`config.mk`:
```
export PLATFORM = sky130hd
export DESIGN_NAME = scope_top
export DESIGN_NICKNAME = d
export VERILOG_FILES = /design/src/scope_cmd_pkg.sv /design/src/scope_acq_pkg.sv /design/src/cmd_receiver.sv /design/src/acq_trigger.sv /design/src/sample_fifo.sv /design/src/host_controller.sv /design/src/scope_top.sv
export VERILOG_INCLUDE_DIRS = /design/src /design/src/src
export SDC_FILE = /design/constraint.sdc
export NUM_CORES = 1
export LEC_CHECK = 0
export BUFFER_PORTS_ARGS = -buffer_cell sky130_fd_sc_hd__buf_4
export CAP_MARGIN = 20
export CORE_ASPECT_RATIO = 1.4
export CORE_MARGIN = 2
export CORE_UTILIZATION = 33
export CTS_CLUSTER_SIZE = 8
export DETAILED_ROUTE_END_ITERATION = 6
export GPL_TIMING_DRIVEN = 1
export PLACE_DENSITY = 0.44
export RECOVER_POWER = 50
export SYNTH_ARGS = -nofsm -noshare
export SYNTH_HDL_FRONTEND = slang
export SYNTH_SLANG_ARGS = --single-unit
export TNS_END_PERCENT = 20
```
`constraint.sdc`:
```
create_clock -name clk -period 4.4 [get_ports clk]
set_clock_uncertainty 0.15 [all_clocks]
set_input_delay 0.22 -clock clk [delete_from_list [all_inputs] [get_ports clk]]
set_output_delay 0.22 -clock clk [all_outputs]
set_load 0.05 [all_outputs]
```
`src/scope_config.svh`:
```
// scope core build constants
`ifndef SCOPE_CONFIG_SVH
`define SCOPE_CONFIG_SVH

// ----------------------------------------------------------------------
// command framing
// ----------------------------------------------------------------------
`define SCOPE_CMD_BYTES 8	// fixed command length in bytes

// ----------------------------------------------------------------------
// acquisition
// ----------------------------------------------------------------------
`define SCOPE_SAMPLE_W 12	// adc sample width
`define SCOPE_FIFO_AW 6	// 64 sample deep fifo
`define SCOPE_VERSION 5	// firmware version word
`define SCOPE_THRESH_LO (-10)	// trigger arms below this
`define SCOPE_THRESH_HI 10	// trigger fires above this

`endif

```
`src/scope_cmd_pkg.sv`:
```
// command path types

package scope_cmd_pkg;

	typedef logic [7:0] cmd_byte_t;	// one byte of the host command
	typedef logic [15:0] byte_len_t;	// reply or capture length

	// opcode carried in command byte 0
	typedef enum cmd_byte_t {
		OP_READOUT = 8'd0,	// stream captured samples
		OP_CLKSW = 8'd1,	// toggle clock source
		OP_VERSION = 8'd2,	// firmware version
		OP_ARM = 8'd5	// set trigger and length, start capture
	} opcode_e;

	// host controller FSM
	typedef enum logic [2:0] {
		CTRL_IDLE,	// waiting for a command
		CTRL_DECODE,	// act on opcode
		CTRL_POP_LO,	// older sample of a readout word
		CTRL_POP_HI,	// newer sample, word goes out
		CTRL_SEND	// hold beat until accepted
	} ctrl_state_e;

endpackage

```
`src/scope_acq_pkg.sv`:
```
// acquisition and reply stream types
`include "scope_config.svh"

package scope_acq_pkg;

	typedef logic signed [`SCOPE_SAMPLE_W-1:0] sample_t;	// two's complement adc sample
	typedef logic [31:0] word_t;	// reply stream word
	typedef logic [3:0] keep_t;	// one flag per reply byte
	typedef logic [7:0] trig_type_t;	// 1 = threshold, else immediate

	// capture FSM
	typedef enum logic [1:0] {
		ACQ_IDLE,	// ready for an arm
		ACQ_WAIT_LOW,	// waiting for sample below low threshold
		ACQ_WAIT_HIGH,	// then for sample above high threshold
		ACQ_CAPTURE	// one sample into the fifo per clock
	} acq_state_e;

endpackage

```
`src/cmd_receiver.sv`:
```
// host command byte collector
`include "scope_config.svh"

module cmd_receiver (
	input  logic                            clk,
	input  logic                            rstn,
	input  logic                            i_s_valid,
	input  scope_cmd_pkg::cmd_byte_t        i_s_data,
	output logic                            o_s_ready,
	output logic                            o_cmd_valid,
	output logic [`SCOPE_CMD_BYTES*8-1:0]   o_cmd_bytes,
	input  logic                            i_cmd_done
);
	import scope_cmd_pkg::*;

	localparam int CW = $clog2(`SCOPE_CMD_BYTES);
	localparam logic [CW-1:0] LAST_IDX = CW'(`SCOPE_CMD_BYTES - 1);

	cmd_byte_t rx_bytes [`SCOPE_CMD_BYTES];
	logic [CW-1:0] rx_cnt;	// next byte slot
	logic take;

	assign take = i_s_valid && o_s_ready;

	always_ff @(posedge clk) begin
		if (take)
			rx_bytes[rx_cnt] <= i_s_data;
	end

	always_ff @(posedge clk or negedge rstn) begin
		if (!rstn) begin
			rx_cnt <= '0;
			o_s_ready <= 1'b1;
			o_cmd_valid <= 1'b0;
		end else begin
			o_cmd_valid <= 1'b0;	// single cycle pulse
			if (take) begin
				if (rx_cnt == LAST_IDX) begin
					rx_cnt <= '0;
					o_s_ready <= 1'b0;	// stall until the command is done
					o_cmd_valid <= 1'b1;
				end else begin
					rx_cnt <= rx_cnt + 1'b1;
				end
			end else if (i_cmd_done) begin
				o_s_ready <= 1'b1;
			end
		end
	end

	// byte k lands at bits 8k+7:8k
	always_comb begin
		for (int i = 0; i < `SCOPE_CMD_BYTES; i++)
			o_cmd_bytes[i*8 +: 8] = rx_bytes[i];
	end

endmodule

```
`src/acq_trigger.sv`:
```
// acquisition arming, trigger and capture
`include "scope_config.svh"

module acq_trigger (
	input  logic                        clk,
	input  logic                        rstn,
	input  logic                        i_arm,
	input  scope_acq_pkg::trig_type_t   i_trig_type,
	input  scope_cmd_pkg::byte_len_t    i_take_len,
	input  scope_acq_pkg::sample_t      i_sample,
	input  logic                        i_fifo_full,
	output logic                        o_fifo_wr,
	output scope_acq_pkg::sample_t      o_fifo_data,
	output logic                        o_idle
);
	import scope_acq_pkg::*;
	import scope_cmd_pkg::*;

	localparam sample_t THRESH_LO = sample_t'(`SCOPE_THRESH_LO);
	localparam sample_t THRESH_HI = sample_t'(`SCOPE_THRESH_HI);
	localparam trig_type_t TRIG_THRESH = 8'd1;

	acq_state_e state;
	sample_t sample_q;	// registered input, feeds compare and fifo
	byte_len_t take_len;
	byte_len_t taken;	// samples written so far
	logic wr_en;

	always_ff @(posedge clk) begin
		sample_q <= i_sample;
	end

	assign wr_en = (state == ACQ_CAPTURE) && !i_fifo_full && (taken < take_len);
	assign o_fifo_wr = wr_en;
	assign o_fifo_data = sample_q;
	assign o_idle = (state == ACQ_IDLE);

	// ----------------------------------------------------------------------
	// capture FSM
	// ----------------------------------------------------------------------
	always_ff @(posedge clk or negedge rstn) begin
		if (!rstn) begin
			state <= ACQ_IDLE;
			take_len <= '0;
			taken <= '0;
		end else begin
			case (state)
				ACQ_IDLE: if (i_arm) begin
					take_len <= i_take_len;
					taken <= '0;
					state <= (i_trig_type == TRIG_THRESH) ? ACQ_WAIT_LOW : ACQ_CAPTURE;
				end
				ACQ_WAIT_LOW: if (sample_q < THRESH_LO) state <= ACQ_WAIT_HIGH;
				ACQ_WAIT_HIGH: if (sample_q > THRESH_HI) state <= ACQ_CAPTURE;
				ACQ_CAPTURE: begin
					if (!wr_en) begin
						state <= ACQ_IDLE;	// fifo full or nothing requested
					end else begin
						taken <= taken + 1'b1;
						if (taken + 1'b1 == take_len)
							state <= ACQ_IDLE;
					end
				end
				default: state <= ACQ_IDLE;
			endcase
		end
	end

endmodule

```
`src/sample_fifo.sv`:
```
// synchronous sample fifo
`include "scope_config.svh"

module sample_fifo #(
	parameter int AW = `SCOPE_FIFO_AW
) (
	input  logic                    clk,
	input  logic                    rstn,
	input  logic                    i_wr,
	input  scope_acq_pkg::sample_t  i_wr_data,
	input  logic                    i_rd,
	output scope_acq_pkg::sample_t  o_rd_data,
	output logic                    o_full,
	output logic [AW:0]             o_level
);
	import scope_acq_pkg::*;

	localparam logic [AW:0] DEPTH = {1'b1, {AW{1'b0}}};

	sample_t mem [0:(1<<AW)-1];
	logic [AW-1:0] wr_ptr;
	logic [AW-1:0] rd_ptr;
	logic do_wr;
	logic do_rd;

	assign do_wr = i_wr && !o_full;	// writes to a full fifo are lost
	assign do_rd = i_rd && (o_level != '0);
	assign o_full = (o_level == DEPTH);
	assign o_rd_data = mem[rd_ptr];	// head entry, no read latency

	always_ff @(posedge clk) begin
		if (do_wr)
			mem[wr_ptr] <= i_wr_data;
	end

	always_ff @(posedge clk or negedge rstn) begin
		if (!rstn) begin
			wr_ptr <= '0;
			rd_ptr <= '0;
			o_level <= '0;
		end else begin
			if (do_wr)
				wr_ptr <= wr_ptr + 1'b1;
			if (do_rd)
				rd_ptr <= rd_ptr + 1'b1;
			case ({do_wr, do_rd})
				2'b10: o_level <= o_level + 1'b1;
				2'b01: o_level <= o_level - 1'b1;
				default: o_level <= o_level;	// both or neither
			endcase
		end
	end

endmodule

```
`src/host_controller.sv`:
```
// host command decode and reply stream
`include "scope_config.svh"

module host_controller (
	input  logic                            clk,
	input  logic                            rstn,
	input  logic                            i_cmd_valid,
	input  logic [`SCOPE_CMD_BYTES*8-1:0]   i_cmd_bytes,
	output logic                            o_cmd_done,
	input  logic                            i_acq_idle,
	output logic                            o_arm,
	output scope_acq_pkg::trig_type_t       o_trig_type,
	output scope_cmd_pkg::byte_len_t        o_take_len,
	output logic                            o_fifo_rd,
	input  scope_acq_pkg::sample_t          i_fifo_data,
	input  logic [`SCOPE_FIFO_AW:0]         i_fifo_level,
	input  logic                            i_active_clock,
	input  logic [1:0]                      i_clk_bad,
	output logic                            o_clk_switch,
	input  logic                            i_m_ready,
	output logic                            o_m_valid,
	output scope_acq_pkg::word_t            o_m_data,
	output scope_acq_pkg::keep_t            o_m_keep,
	output logic                            o_m_last
);
	import scope_cmd_pkg::*;
	import scope_acq_pkg::*;

	localparam byte_len_t WORD_BYTES = 16'd4;
	localparam int PAD_W = 16 - `SCOPE_SAMPLE_W;	// zero fill above each sample

	ctrl_state_e state;
	cmd_byte_t cmd_b [`SCOPE_CMD_BYTES];
	opcode_e opcode;
	byte_len_t req_len;
	byte_len_t rem;	// reply bytes still to send, this beat included
	sample_t hold_lo;	// older sample of the word being built
	logic pair_ready;

	always_comb begin
		for (int i = 0; i < `SCOPE_CMD_BYTES; i++)
			cmd_b[i] = i_cmd_bytes[i*8 +: 8];
	end

	assign opcode = opcode_e'(cmd_b[0]);
	assign req_len = {cmd_b[5], cmd_b[4]};
	assign pair_ready = (i_fifo_level >= 2);
	assign o_fifo_rd = ((state == CTRL_POP_LO) && pair_ready) || (state == CTRL_POP_HI);

	// keep flags for a beat with left bytes outstanding
	function automatic keep_t beat_keep(input byte_len_t left);
		keep_t k;
		case (left)
			16'd1: k = 4'b0001;
			16'd2: k = 4'b0011;
			16'd3: k = 4'b0111;
			default: k = 4'b1111;
		endcase
		return k;
	endfunction

	// ----------------------------------------------------------------------
	// control FSM
	// ----------------------------------------------------------------------
	always_ff @(posedge clk or negedge rstn) begin
		if (!rstn) begin
			state <= CTRL_IDLE;
			rem <= '0;
			o_m_valid <= 1'b0;
			o_cmd_done <= 1'b0;
			o_arm <= 1'b0;
			o_clk_switch <= 1'b0;
		end else begin
			o_cmd_done <= 1'b0;
			o_arm <= 1'b0;
			case (state)
				CTRL_IDLE: if (i_cmd_valid) state <= CTRL_DECODE;
				CTRL_DECODE: begin
					case (opcode)
						OP_VERSION: begin
							rem <= WORD_BYTES;
							o_m_valid <= 1'b1;
							state <= CTRL_SEND;
						end
						OP_CLKSW: begin
							o_clk_switch <= ~o_clk_switch;
							rem <= WORD_BYTES;
							o_m_valid <= 1'b1;
							state <= CTRL_SEND;
						end
						OP_READOUT: begin
							rem <= req_len;
							if (req_len == '0) begin
								o_cmd_done <= 1'b1;	// nothing to send
								state <= CTRL_IDLE;
							end else begin
								state <= CTRL_POP_LO;
							end
						end
						OP_ARM: begin
							o_arm <= i_acq_idle;	// dropped while capture runs
							o_cmd_done <= 1'b1;
							state <= CTRL_IDLE;
						end
						default: begin
							o_cmd_done <= 1'b1;	// unknown opcode
							state <= CTRL_IDLE;
						end
					endcase
				end
				CTRL_POP_LO: if (pair_ready) state <= CTRL_POP_HI;
				CTRL_POP_HI: begin
					o_m_valid <= 1'b1;
					state <= CTRL_SEND;
				end
				CTRL_SEND: if (i_m_ready) begin
					o_m_valid <= 1'b0;
					if (rem <= WORD_BYTES) begin
						o_cmd_done <= 1'b1;
						state <= CTRL_IDLE;
					end else begin
						rem <= rem - WORD_BYTES;
						state <= CTRL_POP_LO;
					end
				end
				default: state <= CTRL_IDLE;
			endcase
		end
	end

	// ----------------------------------------------------------------------
	// reply word, keep and last, arm parameters
	// ----------------------------------------------------------------------
	always_ff @(posedge clk) begin
		case (state)
			CTRL_DECODE: begin
				o_trig_type <= cmd_b[1];
				o_take_len <= req_len;
				o_m_keep <= beat_keep(WORD_BYTES);
				o_m_last <= 1'b1;
				if (opcode == OP_CLKSW)
					o_m_data <= {7'd0, i_clk_bad[1], 7'd0, i_clk_bad[0],
						7'd0, i_active_clock, 7'd0, o_clk_switch};	// select before toggle
				else
					o_m_data <= word_t'(`SCOPE_VERSION);
			end
			CTRL_POP_LO: if (pair_ready) hold_lo <= i_fifo_data;
			CTRL_POP_HI: begin
				o_m_data <= {{PAD_W{1'b0}}, i_fifo_data, {PAD_W{1'b0}}, hold_lo};
				o_m_keep <= beat_keep(rem);
				o_m_last <= (rem <= WORD_BYTES);
			end
			default: ;
		endcase
	end

endmodule

```
`src/scope_top.sv`:
```
// digitizer host command core
`include "scope_config.svh"

module scope_top (
	input  logic                        clk,
	input  logic                        rstn,
	input  logic                        i_s_valid,
	input  scope_cmd_pkg::cmd_byte_t    i_s_data,
	output logic                        o_s_ready,
	input  logic                        i_m_ready,
	output logic                        o_m_valid,
	output scope_acq_pkg::word_t        o_m_data,
	output scope_acq_pkg::keep_t        o_m_keep,
	output logic                        o_m_last,
	input  scope_acq_pkg::sample_t      i_sample,
	input  logic                        i_active_clock,
	input  logic [1:0]                  i_clk_bad,
	output logic                        o_clk_switch
);
	import scope_cmd_pkg::*;
	import scope_acq_pkg::*;

	logic cmd_valid, cmd_done;
	logic [`SCOPE_CMD_BYTES*8-1:0] cmd_bytes;
	logic arm, acq_idle;
	trig_type_t trig_type;
	byte_len_t take_len;
	logic fifo_wr, fifo_rd, fifo_full;
	sample_t fifo_wr_data, fifo_rd_data;
	logic [`SCOPE_FIFO_AW:0] fifo_level;

	cmd_receiver u_cmd_receiver (.clk, .rstn, .i_s_valid, .i_s_data, .o_s_ready,
		.o_cmd_valid(cmd_valid), .o_cmd_bytes(cmd_bytes), .i_cmd_done(cmd_done));

	acq_trigger u_acq_trigger (.clk, .rstn, .i_arm(arm), .i_trig_type(trig_type),
		.i_take_len(take_len), .i_sample, .i_fifo_full(fifo_full), .o_fifo_wr(fifo_wr),
		.o_fifo_data(fifo_wr_data), .o_idle(acq_idle));

	sample_fifo #(.AW(`SCOPE_FIFO_AW)) u_sample_fifo (.clk, .rstn, .i_wr(fifo_wr),
		.i_wr_data(fifo_wr_data), .i_rd(fifo_rd), .o_rd_data(fifo_rd_data),
		.o_full(fifo_full), .o_level(fifo_level));

	host_controller u_host_controller (.clk, .rstn, .i_cmd_valid(cmd_valid),
		.i_cmd_bytes(cmd_bytes), .o_cmd_done(cmd_done), .i_acq_idle(acq_idle),
		.o_arm(arm), .o_trig_type(trig_type), .o_take_len(take_len), .o_fifo_rd(fifo_rd),
		.i_fifo_data(fifo_rd_data), .i_fifo_level(fifo_level), .i_active_clock,
		.i_clk_bad, .o_clk_switch, .i_m_ready, .o_m_valid, .o_m_data, .o_m_keep, .o_m_last);

endmodule

```
Word-level counts from Yosys, hierarchy flattened. Memories as Yosys holds them, arrays and structs flattened. A register that Yosys moved wholly into a read port is not among the register bits. Cells that the tools add are included.

Bits in registers: 158. Memory bits (writable): 832. Bits of input ports: 27. Output and inout bits: 40. Word-level logic and storage cells: 143. Memories: 2.

Add/subtract/negate cells: 7. Magnitude comparators: 5. Equality and inequality tests: 31. Multiplexer cells: 47. Bitwise gates (word level): 1. Reductions and logical operators: 29.

Memories: u_sample_fifo.mem (depth 64, bits a word 12, rd ports 1, clocked after Yosys merged registers in 0, wr ports 1, RTL line sample_fifo.sv:20) `sample_t mem [0:(1<<AW)-1];`; u_cmd_receiver.rx_bytes (depth 8, bits a word 8, rd ports 4, clocked after Yosys merged registers in 1, wr ports 1, RTL line cmd_receiver.sv:19) `` cmd_byte_t rx_bytes [`SCOPE_CMD_BYTES]; ``.

Operators with widths (number): case mux 16 bit (2 select lines) (3); 2-to-1 mux 16 bit (4); case mux 32 bit (2 select lines) (1); == test 16 x 2 -> 1 bit, second input constant (2); 2-to-1 mux 25 bit (1); adder 16 x 1 -> 16 bit, second input constant (1); == test 16 x 1 -> 1 bit, second input constant (1); == test 16 bit (1); == test 8 x 1 -> 1 bit, second input constant (2); <= comparator 16 x 3 -> 1 bit, second input constant (1); zero test 16 bit (1); < comparator 16 bit (1); 2-to-1 mux 1 bit (16); 2-to-1 mux 2 bit (8); subtractor 16 x 3 -> 16 bit, second input constant (1); case mux 3 bit (5 select lines) (1); case mux 7 bit (2 select lines) (1); adder 6 x 1 -> 6 bit, second input constant (2); greater-than comparator 12 x 5 -> 1 bit, second input constant (1); < comparator 12 x 5 -> 1 bit, second input constant (1); 2-to-1 mux 3 bit (4); != test 2 bit, second input constant (6); case mux 4 bit (3 select lines) (1); nonzero test 2 bit (5); 33 further kinds (54).

Logic depth before layout (Yosys ltp). Gate-level depths: netlist of run 1.

Depth after elaboration: 7. Gate-level depth with buffers: 21.

By module. Synthesis of run 1 repeated with hierarchy kept, for this count alone.

Cell total of the unflattened synthesis: 2164. Area, all modules: 39541.7 µm².

By module, submodules not included: sample_fifo (times used 1, cells each 1464, area each 30650.6 µm², sequential area each 23537.6 µm²); host_controller (times used 1, cells each 292, area each 3792.4 µm², sequential area each 2497.4 µm²); acq_trigger (times used 1, cells each 314, area each 2895.3 µm², sequential area each 1091.0 µm²); cmd_receiver (times used 1, cells each 94, area each 2203.4 µm², sequential area each 2048.2 µm²).

Worst setup path before layout of run 1. OpenSTA, ideal clock, no wires.

Kind: reg2reg. Start point: register u_acq_trigger.taken[0]. End point: register u_sample_fifo.o_level[6]. Library setup time: 0.125 ns. Arrival: 3.463 ns. Setup slack: 0.662 ns. Stages on the path, launching flop included: 22. Buffers on the path: 2. Clock period less this slack: 3.738 ns. Cells stage by stage: dfrtp_1 > clkbuf_1 > inv_1 > ha_1 > nor2b_1 > o211ai_1 > a211oi_1 > nor4b_1 > o21a_1 > inv_1 > buf_1 > ha_1 > inv_1 > fa_1 > inv_1 > a21oi_1 > o21bai_1 > a21o_1 > a21oi_1 > xnor2_1 > nor2_1 > xor2_1.

Cells in the longest elaborated chain, start to end: 5.

Ends and longest elaborated chain: from (decl) (RTL line acq_trigger.sv:26) `byte_len_t taken;`; from (signal assigned) (RTL line acq_trigger.sv:59) `taken <= taken + 1'b1;`; < comparator 16 bit (*) (RTL line acq_trigger.sv:33) `assign wr_en = (state == ACQ_CAPTURE) && !i_fifo_full && (taken < take_len);`; logical AND 1 bit (*) (RTL line acq_trigger.sv:33); logical AND 1 bit (*) (RTL line sample_fifo.sv:26) `assign do_wr = i_wr && !o_full;`; == test 2 x 1 -> 1 bit / == test 2 bit (equally long branches) (RTL line sample_fifo.sv:46) `case ({do_wr, do_rd})`; case mux 7 bit (2 select lines) / nonzero test 2 bit (equally long branches); to (signal assigned) (RTL line sample_fifo.sv:47) `2'b10: o_level <= o_level + 1'b1;`; to (signal assigned) (RTL line sample_fifo.sv:48) `2'b01: o_level <= o_level - 1'b1;`; to (signal assigned) (RTL line sample_fifo.sv:49) `default: o_level <= o_level;`; to (decl) (RTL line sample_fifo.sv:14) `output logic [AW:0] o_level`.

Every way passes the cells marked *; elsewhere a longest branch is shown, timed or not. A chain may end at the register's enable or synchronous reset.

Worst setup path in the final report of run 1.
Start point: register u_acq_trigger.sample_q[1], in the netlist u_acq_trigger.o_fifo_data[1]. End point: memory u_sample_fifo.mem[28][1] in the netlist's numbering (data pin).

RTL lines: from (decl) (RTL line acq_trigger.sv:24) `sample_t sample_q;`; from (signal assigned) (RTL line acq_trigger.sv:30) `sample_q <= i_sample;`; to (decl) (RTL line sample_fifo.sv:20).

Straight into the memory's write port.

==> results of run 1 <==
==> stage by stage <==
| stage | utilization | setup slack, ps | hold WS [ps] |
|---|---|---|---|
| final | 0.3939 | 527.6 | 147.0 |
| after global routing | 0.3939 | 239.4 | 120.5 |
| after CTS | 0.3961 | 580.0 | 28.02 |
| after detailed placement | 0.3583 | 587.5 | 128.1 |
| after global placement | 0.3582 | 584.1 | 123.9 |
| after floorplan | - | 662.0 | -225.6 |
==> registers in the layout (all words and copies together) (netlist names), 3 cells and up <==
register                       flops
u_host_controller.o_take_len      16
u_acq_trigger.o_fifo_data         12
u_host_controller.o_trig_type      8
u_host_controller.rem             16
u_acq_trigger.take_len            16
u_host_controller.o_m_keep         3
u_sample_fifo.o_level              7
u_sample_fifo.rd_ptr               6
u_cmd_receiver.rx_cnt              3
u_sample_fifo.mem                768
u_cmd_receiver.rx_bytes           32
u_host_controller.state            3
u_acq_trigger.taken               16
u_sample_fifo.wr_ptr               6
u_host_controller.o_m_data        24
u_host_controller.hold_lo         12
==> final timing paths <==
check                                                             start                                          to  slack, ps  cells after the start
worst max-delay path               u_acq_trigger.o_fifo_data[1]$_DFF_P_          u_sample_fifo.mem[28][1]$_DFFE_PP_        530                      1
worst min-delay path                                          i_m_ready      u_host_controller.state[2]$_DFFE_PN0P_        150                      3
worst max register to register     u_acq_trigger.o_fifo_data[1]$_DFF_P_          u_sample_fifo.mem[28][1]$_DFFE_PP_        530                      1
worst min register to register  u_cmd_receiver.rx_bytes[1][2]$_DFFE_PP_  u_host_controller.o_trig_type[2]$_DFFE_PP_        270                      0
max in group asynchronous                                          rstn         u_sample_fifo.rd_ptr[2]$_DFFE_PN0P_        900                      4
min in group asynchronous                                          rstn         u_sample_fifo.rd_ptr[1]$_DFFE_PN0P_       1520                      4
==> cells in the final DEF, fill, tap and decap left out, drive strengths merged, types with 17 or more instances in the layout <==
cell type    netlist  final
inv               32     39
mux4             250    250
edfxtp           864    864
o21ai             43     43
nor2             111    111
ha                35     35
a21oi             32     32
nand2             52     52
clkbuf            59    268
buf               48    127
nand3             17     17
dfrtp             80     80
dlygate4sd3        0     39
and3              20     20
xnor2             23     23
mux2              20     20
nor4              17     17
==> kinds of logic after synthesis <==
kind of cell               Yosys count
and+or+nand+nor                    314
other                                2
adders and majority gates           36
DFF                                957
muxes                              275
AOI/OAI and AO/OA                  145
buffers and inverters              139
xor gates and xnor gates            35
==> layout make-up <==
cell class,instances,area (µm²)
Inverter,32,120.1
Tap cell,1490,1864
Timing Repair Buffer,233,1779
Multi-Input combinational cell,814,9235
Sequential cell,957,28230
Clock buffer,201,3711
Clock inverter,13,195.2
Fill cell,10390,69450
Antenna cell,1,2.502
==> power by group through the flow <==
stage / clock, mW / combinational (mW) / sequential, mW
floorplan: 0 / 0.455 / 10.6
finish: 9.70 / 1.05 / 10.4
detailed placement: 0 / 1.09 / 10.5
global route: 10.4 / 1.14 / 10.4
CTS: 9.99 / 1.13 / 10.3
global placement: 0 / 1.06 / 10.5
==> metal layers <==
metal,global-route usage,up-vias
met5,0,-
met4,0.04818,0
met3,0.03140,135
met2,0.3237,417
met1,0.2180,10290
li1,-,8301
==> what timing repair did <==
action                     in CTS  in global routing
hold buffers                   40                  0
hold endpoints to repair      137                  0
setup endpoints to repair       0                  0
==> results.json, run 1 <==
{
  "synth.yosys.warnings": 0,
  "synth_top_area_frac": 0.6817,
  "clock_latency_ps": 750,
  "final-setup-viol-count": 0,
  "ys_ff_latch": 957,
  "clockPowerShare": 0.460,
  "rows": 147,
  "min_period_ps": 3872,
  "sw_frac_of_total": 0.2306,
  "synth_top_family_by_area": "multiplexers",
  "p_int_mw": 16.24,
  "cp.required_ps": 4350,
  "cts_resized": 0,
  "crit_arrival_ps": 3820,
  "ys_top_cells_by_area": "edfxtp_1 (68%), mux4_2 (15%), dfrtp_1 (5.3%)",
  "slowest_delay_ps": 2070,
  "fp.dieW_um": 291.0,
  "route.vias.total": 19140,
  "cts_inserted_buffers": 137,
  "synth_edf_count": 864,
  "viasPerCell": 5.116,
  "max-vdd-ir-drop_uv": 368.7,
  "rsz0062_at_grt": "false",
  "worst_setup_path_end_kind": "register",
  "startpoint_type": "register",
  "cts-root-buf": "clkbuf_16",
  "drtAntennaViolNets": 0,
  "worstSetupPathType": "register to register",
  "synth_cell_types": 66,
  "final_cells": 3741,
  "muxShareOfSynthArea": 0.1552,
  "hpwl_mm": 67.18,
  "route.met3.wl_mm": 3.476,
  "power.switching_mw": 4.867,
  "met2_length_mm": 55.45,
  "area_growth_pct": 18.59,
  "ys_seq_area_frac": 0.7413,
  "path_max_fanout": 51,
  "dp_cells": 3486,
  "outcome": "finished with violations",
  "critPathSlowestCell": "clkbuf_1",
  "drcViolationCount": 2,
  "drive_above_1_share": 0.2551,
  "place_area_um2": 41060,
  "synth.largest_area_cell": "edfxtp_1",
  "fin_tns_setup_ps": 0,
  "fmax_ghz": 0.2582,
  "dr.pass1.iters": 7,
  "p_total_mw": 21.11,
  "synth_ff_type": "edfxtp_1",
  "p_leak_nw": 14.39,
  "drv_cap": 16,
  "critical_path_buf_inv_count": 1,
  "grt_use_total": 0.1782,
  "nets": 2238,
  "seqPwrFrac": 0.491,
  "stdcell_area_um2": 45130,
  "synth_common_cells": "edfxtp_1 (864), mux4_2 (250), nor2_1 (111)",
  "final-hold-violation-count": 0,
  "async_flop_share": 0.08464,
  "synth-xor-area-share": 0.008055,
  "p_per_area_nw_per_um2": 467.7,
  "overflow": 0,
  "die_y_um": 405.8,
  "max-slew-margin-rel": -1.261,
  "path_delay_family": "buffers and inverters",
  "wl_per_cell_um": 27.61,
  "coreArea_um2": 114600,
  "pwr-share-comb": 0.050,
  "synth-adder-area-share": 0.01203,
  "synthSimpleGateAreaFrac": 0.04159,
  "syn_area_um2": 38060,
  "drv_slew": 817,
  "io_pins": 67,
  "synth_most_common_cell": "edfxtp_1",
  "wl_mm": 103.3,
  "worstMarginPinSlew_ps": 3392,
  "dr.max_layer_used": "met4",
  "min_period_over_period": 0.8801,
  "postSynthCellCount": 1903,
  "syn_area_per_cell_um2": 20.00,
  "postCtsSetupRepairBufs": 0,
  "m1WireLength_mm": 42.13,
  "gp_congestion": 0.7922,
  "grt_start_max_net_pins": 65,
  "violations": "DRC, capacitance limit, slew limit",
  "path_clk_slew_ps": 50,
  "numClockSinks": 957,
  "grt_pass1_wl_mm": 150.2,
  "dieArea_um2": 118100,
  "cts.path.max_buffers": 3,
  "path_cells": "clkbuf_1",
  "grt_pass1_vias": 20560,
  "dr.first_iter.drc_count": 1333,
  "numPortBuffers": 57,
  "cts_tree": "built",
  "grt_antenna_before_repair": 0,
  "hold_path.class": "primary input to register",
  "htree_levels": 4,
  "start_util": 0.3321,
  "synth_compound_gate_area_share": 0.02462
}
Note: power is estimated with default switching activity, not from simulation.
==> run 2: changes to the inputs <==
PLACE_DENSITY = 0.46   (was 0.44)
SYNTH_HIERARCHICAL = 1   (was unset)
clock period = 3.37 ns   (was 4.4 ns; I/O delays follow)
==> run 2 against run 1 <==
  * The flow finishes with violations (capacitance limit, slew limit, setup timing)
  * Hold slack got worse by 22 ps
  * Wire length increased by 5.8%
  * Combinational power increased by 95%
  * Sequential power increased by 30%
  * Power increased by 34%
  * Register-to-register slack got worse by 600 ps
  * Non-clock buffer count increased by 148
  * Cell count increased by 10%
  * Count of clock-buffer cells in the layout unchanged
  * Area after synthesis increased by 1.3%
  * Largest cell class unchanged
  * Highest routed layer unchanged
==> results.json, run 2 <==
{
  "outcome": "finished with violations",
  "violations": "capacitance limit, slew limit, setup timing",
  "hpwl_mm": 72.75,
  "htree_levels": 4,
  "worstSetupPathType": "register to register",
  "p_total_mw": 28.35,
  "worst_slack_ps": -75.68,
  "drv_cap": 13,
  "dp_slack_ps": -312.8,
  "largest_reg_flops": 768,
  "dr.pass1.iters": 5,
  "layout_commonest_cell": "edfxtp_1",
  "crit_arrival_ps": 3980,
  "cts.path.max_buffers": 3,
  "dieArea_um2": 119600,
  "final-hold-violation-count": 0,
  "die_y_um": 408.5,
  "power.switching_mw": 6.751,
  "fp.dieW_um": 292.9,
  "dp_cells": 3847,
  "rows": 148,
  "grt_pass1_vias": 22640,
  "area_growth_pct": 24.97,
  "grt_pass1_wl_mm": 159.3,
  "io_pins": 67,
  "regMostFlops": "u_sample_fifo/mem",
  "clockPowerShare": 0.451,
  "fillers": 10310,
  "overflow": 0,
  "wl_mm": 109.2,
  "grt_start_max_net_pins": 65,
  "path_cells": "inv_1 > ha_4 > a21oi_2 > o21ai_2 > a211oi_2 > a211o_1 > nand2_4 > inv_4 > inv_2 > a31oi_4 > inv_2 > ha_4 > ha_4 > a21o_1 > a21o_1 > a21oi_2 > or4_1 > nand3_1",
  "min_period_ps": 3446,
  "start_util": 0.3321,
  "mostFrequentLayoutCells": "edfxtp_1 (864), buf_4 (206), mux4_2 (145)",
  "dr.first_iter.drc_count": 1663,
  "slowest_delay_ps": 500,
  "max-vdd-ir-drop_uv": 508.7,
  "crit_path_frequent_cell": "ha_4",
  "grt_use_total": 0.1840,
  "critPathSlowestCell": "or4_1",
  "startpoint_type": "register",
  "fin_tns_setup_ps": -123.8,
  "rsz0062_at_grt": "true",
  "coreArea_um2": 116100,
  "hold_path.class": "primary input to register",
  "syn_area_um2": 38560,
  "path_max_fanout": 8,
  "path_clk_slew_ps": 50,
  "postSynthCellCount": 2127,
  "r2r_setup_slack_ps": -80,
  "drtAntennaViolNets": 0,
  "pwr-share-comb": 0.072,
  "syn_area_per_cell_um2": 18.13,
  "max-slew-margin-rel": -0.5189,
  "synth.yosys.warnings": 6,
  "drcViolationCount": 0,
  "cts-root-buf": "clkbuf_16",
  "cp.required_ps": 3910,
  "p_leak_nw": 15.68,
  "worst_setup_path_end_kind": "register",
  "fmax_ghz": 0.2902,
  "drive_above_1_share": 0.2963,
  "place_area_um2": 43430,
  "numClockSinks": 957,
  "path_delay_family": "compound AO/OA/AOI/OAI gates",
  "critical_path_buf_inv_count": 4,
  "cts_inserted_buffers": 137,
  "p_per_area_nw_per_um2": 588.3,
  "min_period_over_period": 1.022,
  "hold_ws_ps": 125.2,
  "route.vias.total": 21300,
  "worstMarginPinSlew_ps": 2278,
  "gp_congestion": 0.8348,
  "final_cells": 4117,
  "stdcell_area_um2": 48190,
  "sw_frac_of_total": 0.2381,
  "cts_tree": "built",
  "nets": 2602,
  "viasPerCell": 5.172,
  "grt_antenna_before_repair": 3,
  "top_regs": "u_sample_fifo/mem (768), u_cmd_receiver/rx_bytes (32), u_host_controller/o_m_data (24)",
  "drv_slew": 535,
  "wl_per_cell_um": 26.53,
  "final_core_util": 0.4150,
  "numPortBuffers": 57,
  "p_int_mw": 21.60,
  "seqPwrFrac": 0.476,
  "final-setup-viol-count": 2,
  "clock_latency_ps": 750
}
[run 2: final timing paths]
path / from / depth (start not counted) / to
max reg2reg: u_acq_trigger/take_len[9]$_DFFE_PN0P_ / 18 / u_sample_fifo/o_level[5]$_DFFE_PN0P_
min in group asynchronous: rstn / 3 / u_host_controller/rem[13]$_DFFE_PN0P_
max in group asynchronous: rstn / 4 / u_cmd_receiver/o_cmd_valid$_DFF_PN0_
min: i_m_ready / 3 / u_host_controller/state[2]$_DFFE_PN0P_
max: u_acq_trigger/take_len[9]$_DFFE_PN0P_ / 18 / u_sample_fifo/o_level[5]$_DFFE_PN0P_
min reg2reg: u_cmd_receiver/rx_bytes[1][4]$_DFFE_PP_ / 0 / u_host_controller/o_trig_type[4]$_DFFE_PP_
[run 2: worst reg2reg max path, cell delays in order, from the launching register on]
cell and delay [ps]:
dfrtp_1 390, inv_1 120, ha_4 220, a21oi_2 160, o21ai_2 100, a211oi_2 260, a211o_1 230, nand2_4 70
inv_4 50, inv_2 40, a31oi_4 150, inv_2 60, ha_4 220, ha_4 270, a21o_1 100, a21o_1 130
a21oi_2 60, or4_1 500, nand3_1 90
[run 2: cell type report]
class / instances / area [µm²] / area share
Clock buffer: 201 / 3711 / 0.07701
Inverter: 32 / 122.6 / 0.002545
Multi-Input combinational cell: 1031 / 10080 / 0.2092
Timing Repair Buffer: 381 / 3871 / 0.08033
Clock inverter: 14 / 299.0 / 0.006206
Antenna cell: 1 / 2.502 / 0.00005193
Sequential cell: 957 / 28220 / 0.5857
Tap cell: 1500 / 1877 / 0.03895
[run 2: power groups by stage]
stage               sequential, mW  clock (mW)  combinational [mW]
floorplan                     13.9           0               0.940
finish                        13.5        12.8                2.05
global route                  13.5        13.6                2.22
global placement              13.7           0                1.98
detailed placement            13.7           0                2.02
CTS                           13.5        13.1                2.08
[run 2: what timing repair did]
item                                    4_1_cts  5_1_grt
setup buffers                                 3        3
resized for setup                            37       46
endpoints found under the setup margin      692      771
gates cloned                                  2        3
pin swaps                                     5       13
hold endpoints to repair                    155        0
hold buffers                                 44        0
[run 2: metal layers]
metal | GRT usage | part of all wire | vias up
met1 | 0.2173 | 0.40 | 11290
met3 | 0.02868 | 0.032 | 150
met4 | 0.05685 | 0.025 | 0
li1 | - | - | 9415
met5 | 0 | 0 | -
met2 | 0.3403 | 0.55 | 441
==> run 3: changes to the inputs <==
PLACE_DENSITY = unset   (was 0.46)
==> run 3 against run 2 <==
  * The run still ends with capacitance limit, slew limit, setup timing left
  * Cell area is 0.54% lower
  * Power is 0.34% lower
  * Cell count grew 0.17%
  * Wire length decreased by 5.8%
  * Highest routed layer is now met5
  * Sequential cell count did not move
  * Via count up 1.7%
  * Global-route usage down 1.4 points
  * Utilization shrank 0.23 points
  * Register-to-register slack better by 20 ps
==> results.json, run 3 (same netlist as run 2, synthesis figures left out) <==
{
  "grt_use_total": 0.1700,
  "cts_tree": "built",
  "m1WireLength_mm": 38.70,
  "dr.pass1.iters": 6,
  "hold_path.class": "primary input to register",
  "worstMarginPinSlew_ps": 2089,
  "cts_inserted_buffers": 137,
  "rsz0062_at_grt": "true",
  "regMostFlops": "u_sample_fifo/mem",
  "dr.first_iter.drc_count": 1879,
  "route.vias.total": 21670,
  "wl_per_cell_um": 24.95,
  "viasPerCell": 5.253,
  "path_max_fanout": 7,
  "hold_depth": 3,
  "dr.max_layer_used": "met5",
  "worst_setup_path_end_kind": "register",
  "drcViolationCount": 0,
  "grt_antenna_before_repair": 5,
  "clock_latency_ps": 760,
  "fillers": 10130,
  "place_area_um2": 43130,
  "drv_cap": 3,
  "overflow": 0,
  "final-setup-viol-count": 2,
  "path_clk_slew_ps": 50,
  "worstSetupPathType": "register to register",
  "drtAntennaViolNets": 0,
  "crit_arrival_ps": 3960,
  "cts-root-buf": "clkbuf_16",
  "worst_slack_ps": -54.48,
  "numPortBuffers": 57,
  "route.met3.wl_mm": 4.870,
  "max-vdd-ir-drop_uv": 464.0,
  "drv_slew": 159,
  "outcome": "finished with violations",
  "grt_pass1_vias": 22420,
  "mostFrequentLayoutCells": "edfxtp_1 (864), buf_4 (188), mux4_2 (145)",
  "htree_levels": 4,
  "rows": 148,
  "max-slew-margin-rel": -0.3929,
  "area_growth_pct": 24.29,
  "die_y_um": 408.5,
  "met2_length_mm": 54.94,
  "largest_reg_flops": 768,
  "layout_commonest_cell": "edfxtp_1",
  "p_leak_nw": 15.57,
  "grt_start_max_net_pins": 65,
  "io_pins": 67,
  "ff2ff_path_depth": 18,
  "numClockSinks": 957,
  "min_period_ps": 3424,
  "final_cells": 4124,
  "top_regs": "u_sample_fifo/mem (768), u_cmd_receiver/rx_bytes (32), u_host_controller/o_m_data (24)",
  "stdcell_area_um2": 47930,
  "gp_congestion": 0.8526,
  "coreArea_um2": 116100,
  "fmax_ghz": 0.2920,
  "p_per_area_nw_per_um2": 589.5,
  "grt_pass1_wl_mm": 149.4,
  "dp_cells": 3843,
  "fp.dieW_um": 292.9,
  "drive_above_1_share": 0.2817,
  "final-hold-violation-count": 0,
  "regArea_um2": 28220,
  "violations": "capacitance limit, slew limit, setup timing",
  "min_period_over_period": 1.016,
  "wl_mm": 102.9,
  "cts.path.max_buffers": 3,
  "startpoint_type": "register",
  "multi_input_area_um2": 10070,
  "nets": 2601,
  "cp.required_ps": 3900,
  "dieArea_um2": 119600,
  "hpwl_mm": 68.49,
  "start_util": 0.3321
}
-- run 3: cell count changes in the layout (fill, tap and decap cells not counted), moves of 11 or more --
cell      delta
nor2_1      +11
nor2_2      -22
nor2_4      +11
clkbuf_1    +33
buf_4       -18
buf_12      -19
-- run 3: report_power, final --
part / switching (mW) / internal, mW / total, mW
combinational: 1.31 / 0.636 / 1.95
sequential: 0.246 / 13.3 / 13.5
clock: 5.18 / 7.60 / 12.8
-- run 3: per-layer routing --
metal  GRT usage  vias to the layer above
met3     0.03021                      208
met4     0.07498                        4
met2      0.3056                      675
met1      0.1970                    11370
met5           0                        -
li1            -                     9408
-- run 3: layout make-up --
| type | instances | area share |
|---|---|---|
| well taps | 1500 | 0.03916 |
| inverters | 32 | 0.002558 |
| multi-input cells | 1031 | 0.2101 |
| clock buffers | 208 | 0.07709 |
| diodes | 1 | 0.00005221 |
| clock inverters | 15 | 0.007362 |
| flip-flops and latches | 957 | 0.5889 |
| repair buffers | 380 | 0.07479 |
-- run 3: through the flow --
stage	worst slack, ps	utilization	setup TNS, ps	power (mW)	hold WS [ps]
after global routing	-199.9	0.4128	-17800	29.17	106.5
final	-54.48	0.4128	-108.0	28.26	112.2
after global placement	-962.5	0.3714	-56810	15.59	123.7
after floorplan	-206.2	-	-81230	14.84	-277.1
after CTS	-60.52	0.4105	-104.9	28.53	53.42
after detailed placement	-209.4	0.3715	-67780	15.66	124.1
-- run 3: final timing paths --
kind                                                    startpoint                                          to  slack, ps
hold reg to reg            u_cmd_receiver/rx_bytes[1][2]$_DFFE_PP_  u_host_controller/o_trig_type[2]$_DFFE_PP_        270
hold / removal                                           i_m_ready      u_host_controller/state[2]$_DFFE_PN0P_        110
min in group asynchronous                                     rstn       u_acq_trigger/take_len[9]$_DFFE_PN0P_        780
setup reg to reg            u_acq_trigger/take_len[13]$_DFFE_PN0P_        u_sample_fifo/o_level[5]$_DFFE_PN0P_        -50
setup / recovery            u_acq_trigger/take_len[13]$_DFFE_PN0P_        u_sample_fifo/o_level[5]$_DFFE_PN0P_        -50
max in group asynchronous                                     rstn         u_sample_fifo/rd_ptr[0]$_DFFE_PN0P_        670
-- run 3: worst max-delay path, cell delays in order (launching register included) --
cell,delay (ps)
dfrtp_1,390
inv_2,80
ha_4,200
a21o_1,170
a21o_1,150
a2111o_1,450
inv_2,100
nand2_4,60
inv_4,50
inv_2,30
a31oi_4,170
inv_2,60
ha_4,220
ha_4,270
a21o_1,110
a21o_1,150
a21oi_2,60
or4_1,390
nand3_1,100
-- run 3: what timing repair did --
| item | 4_1_cts | 5_1_grt |
|---|---|---|
| cloned | 0 | 8 |
| hold endpoints to repair | 177 | 0 |
| setup endpoints to repair | 674 | 765 |
| pin swaps | 1 | 16 |
| buffers inserted | 1 | 7 |
| hold buffers | 40 | 0 |
| resized for setup | 15 | 78 |
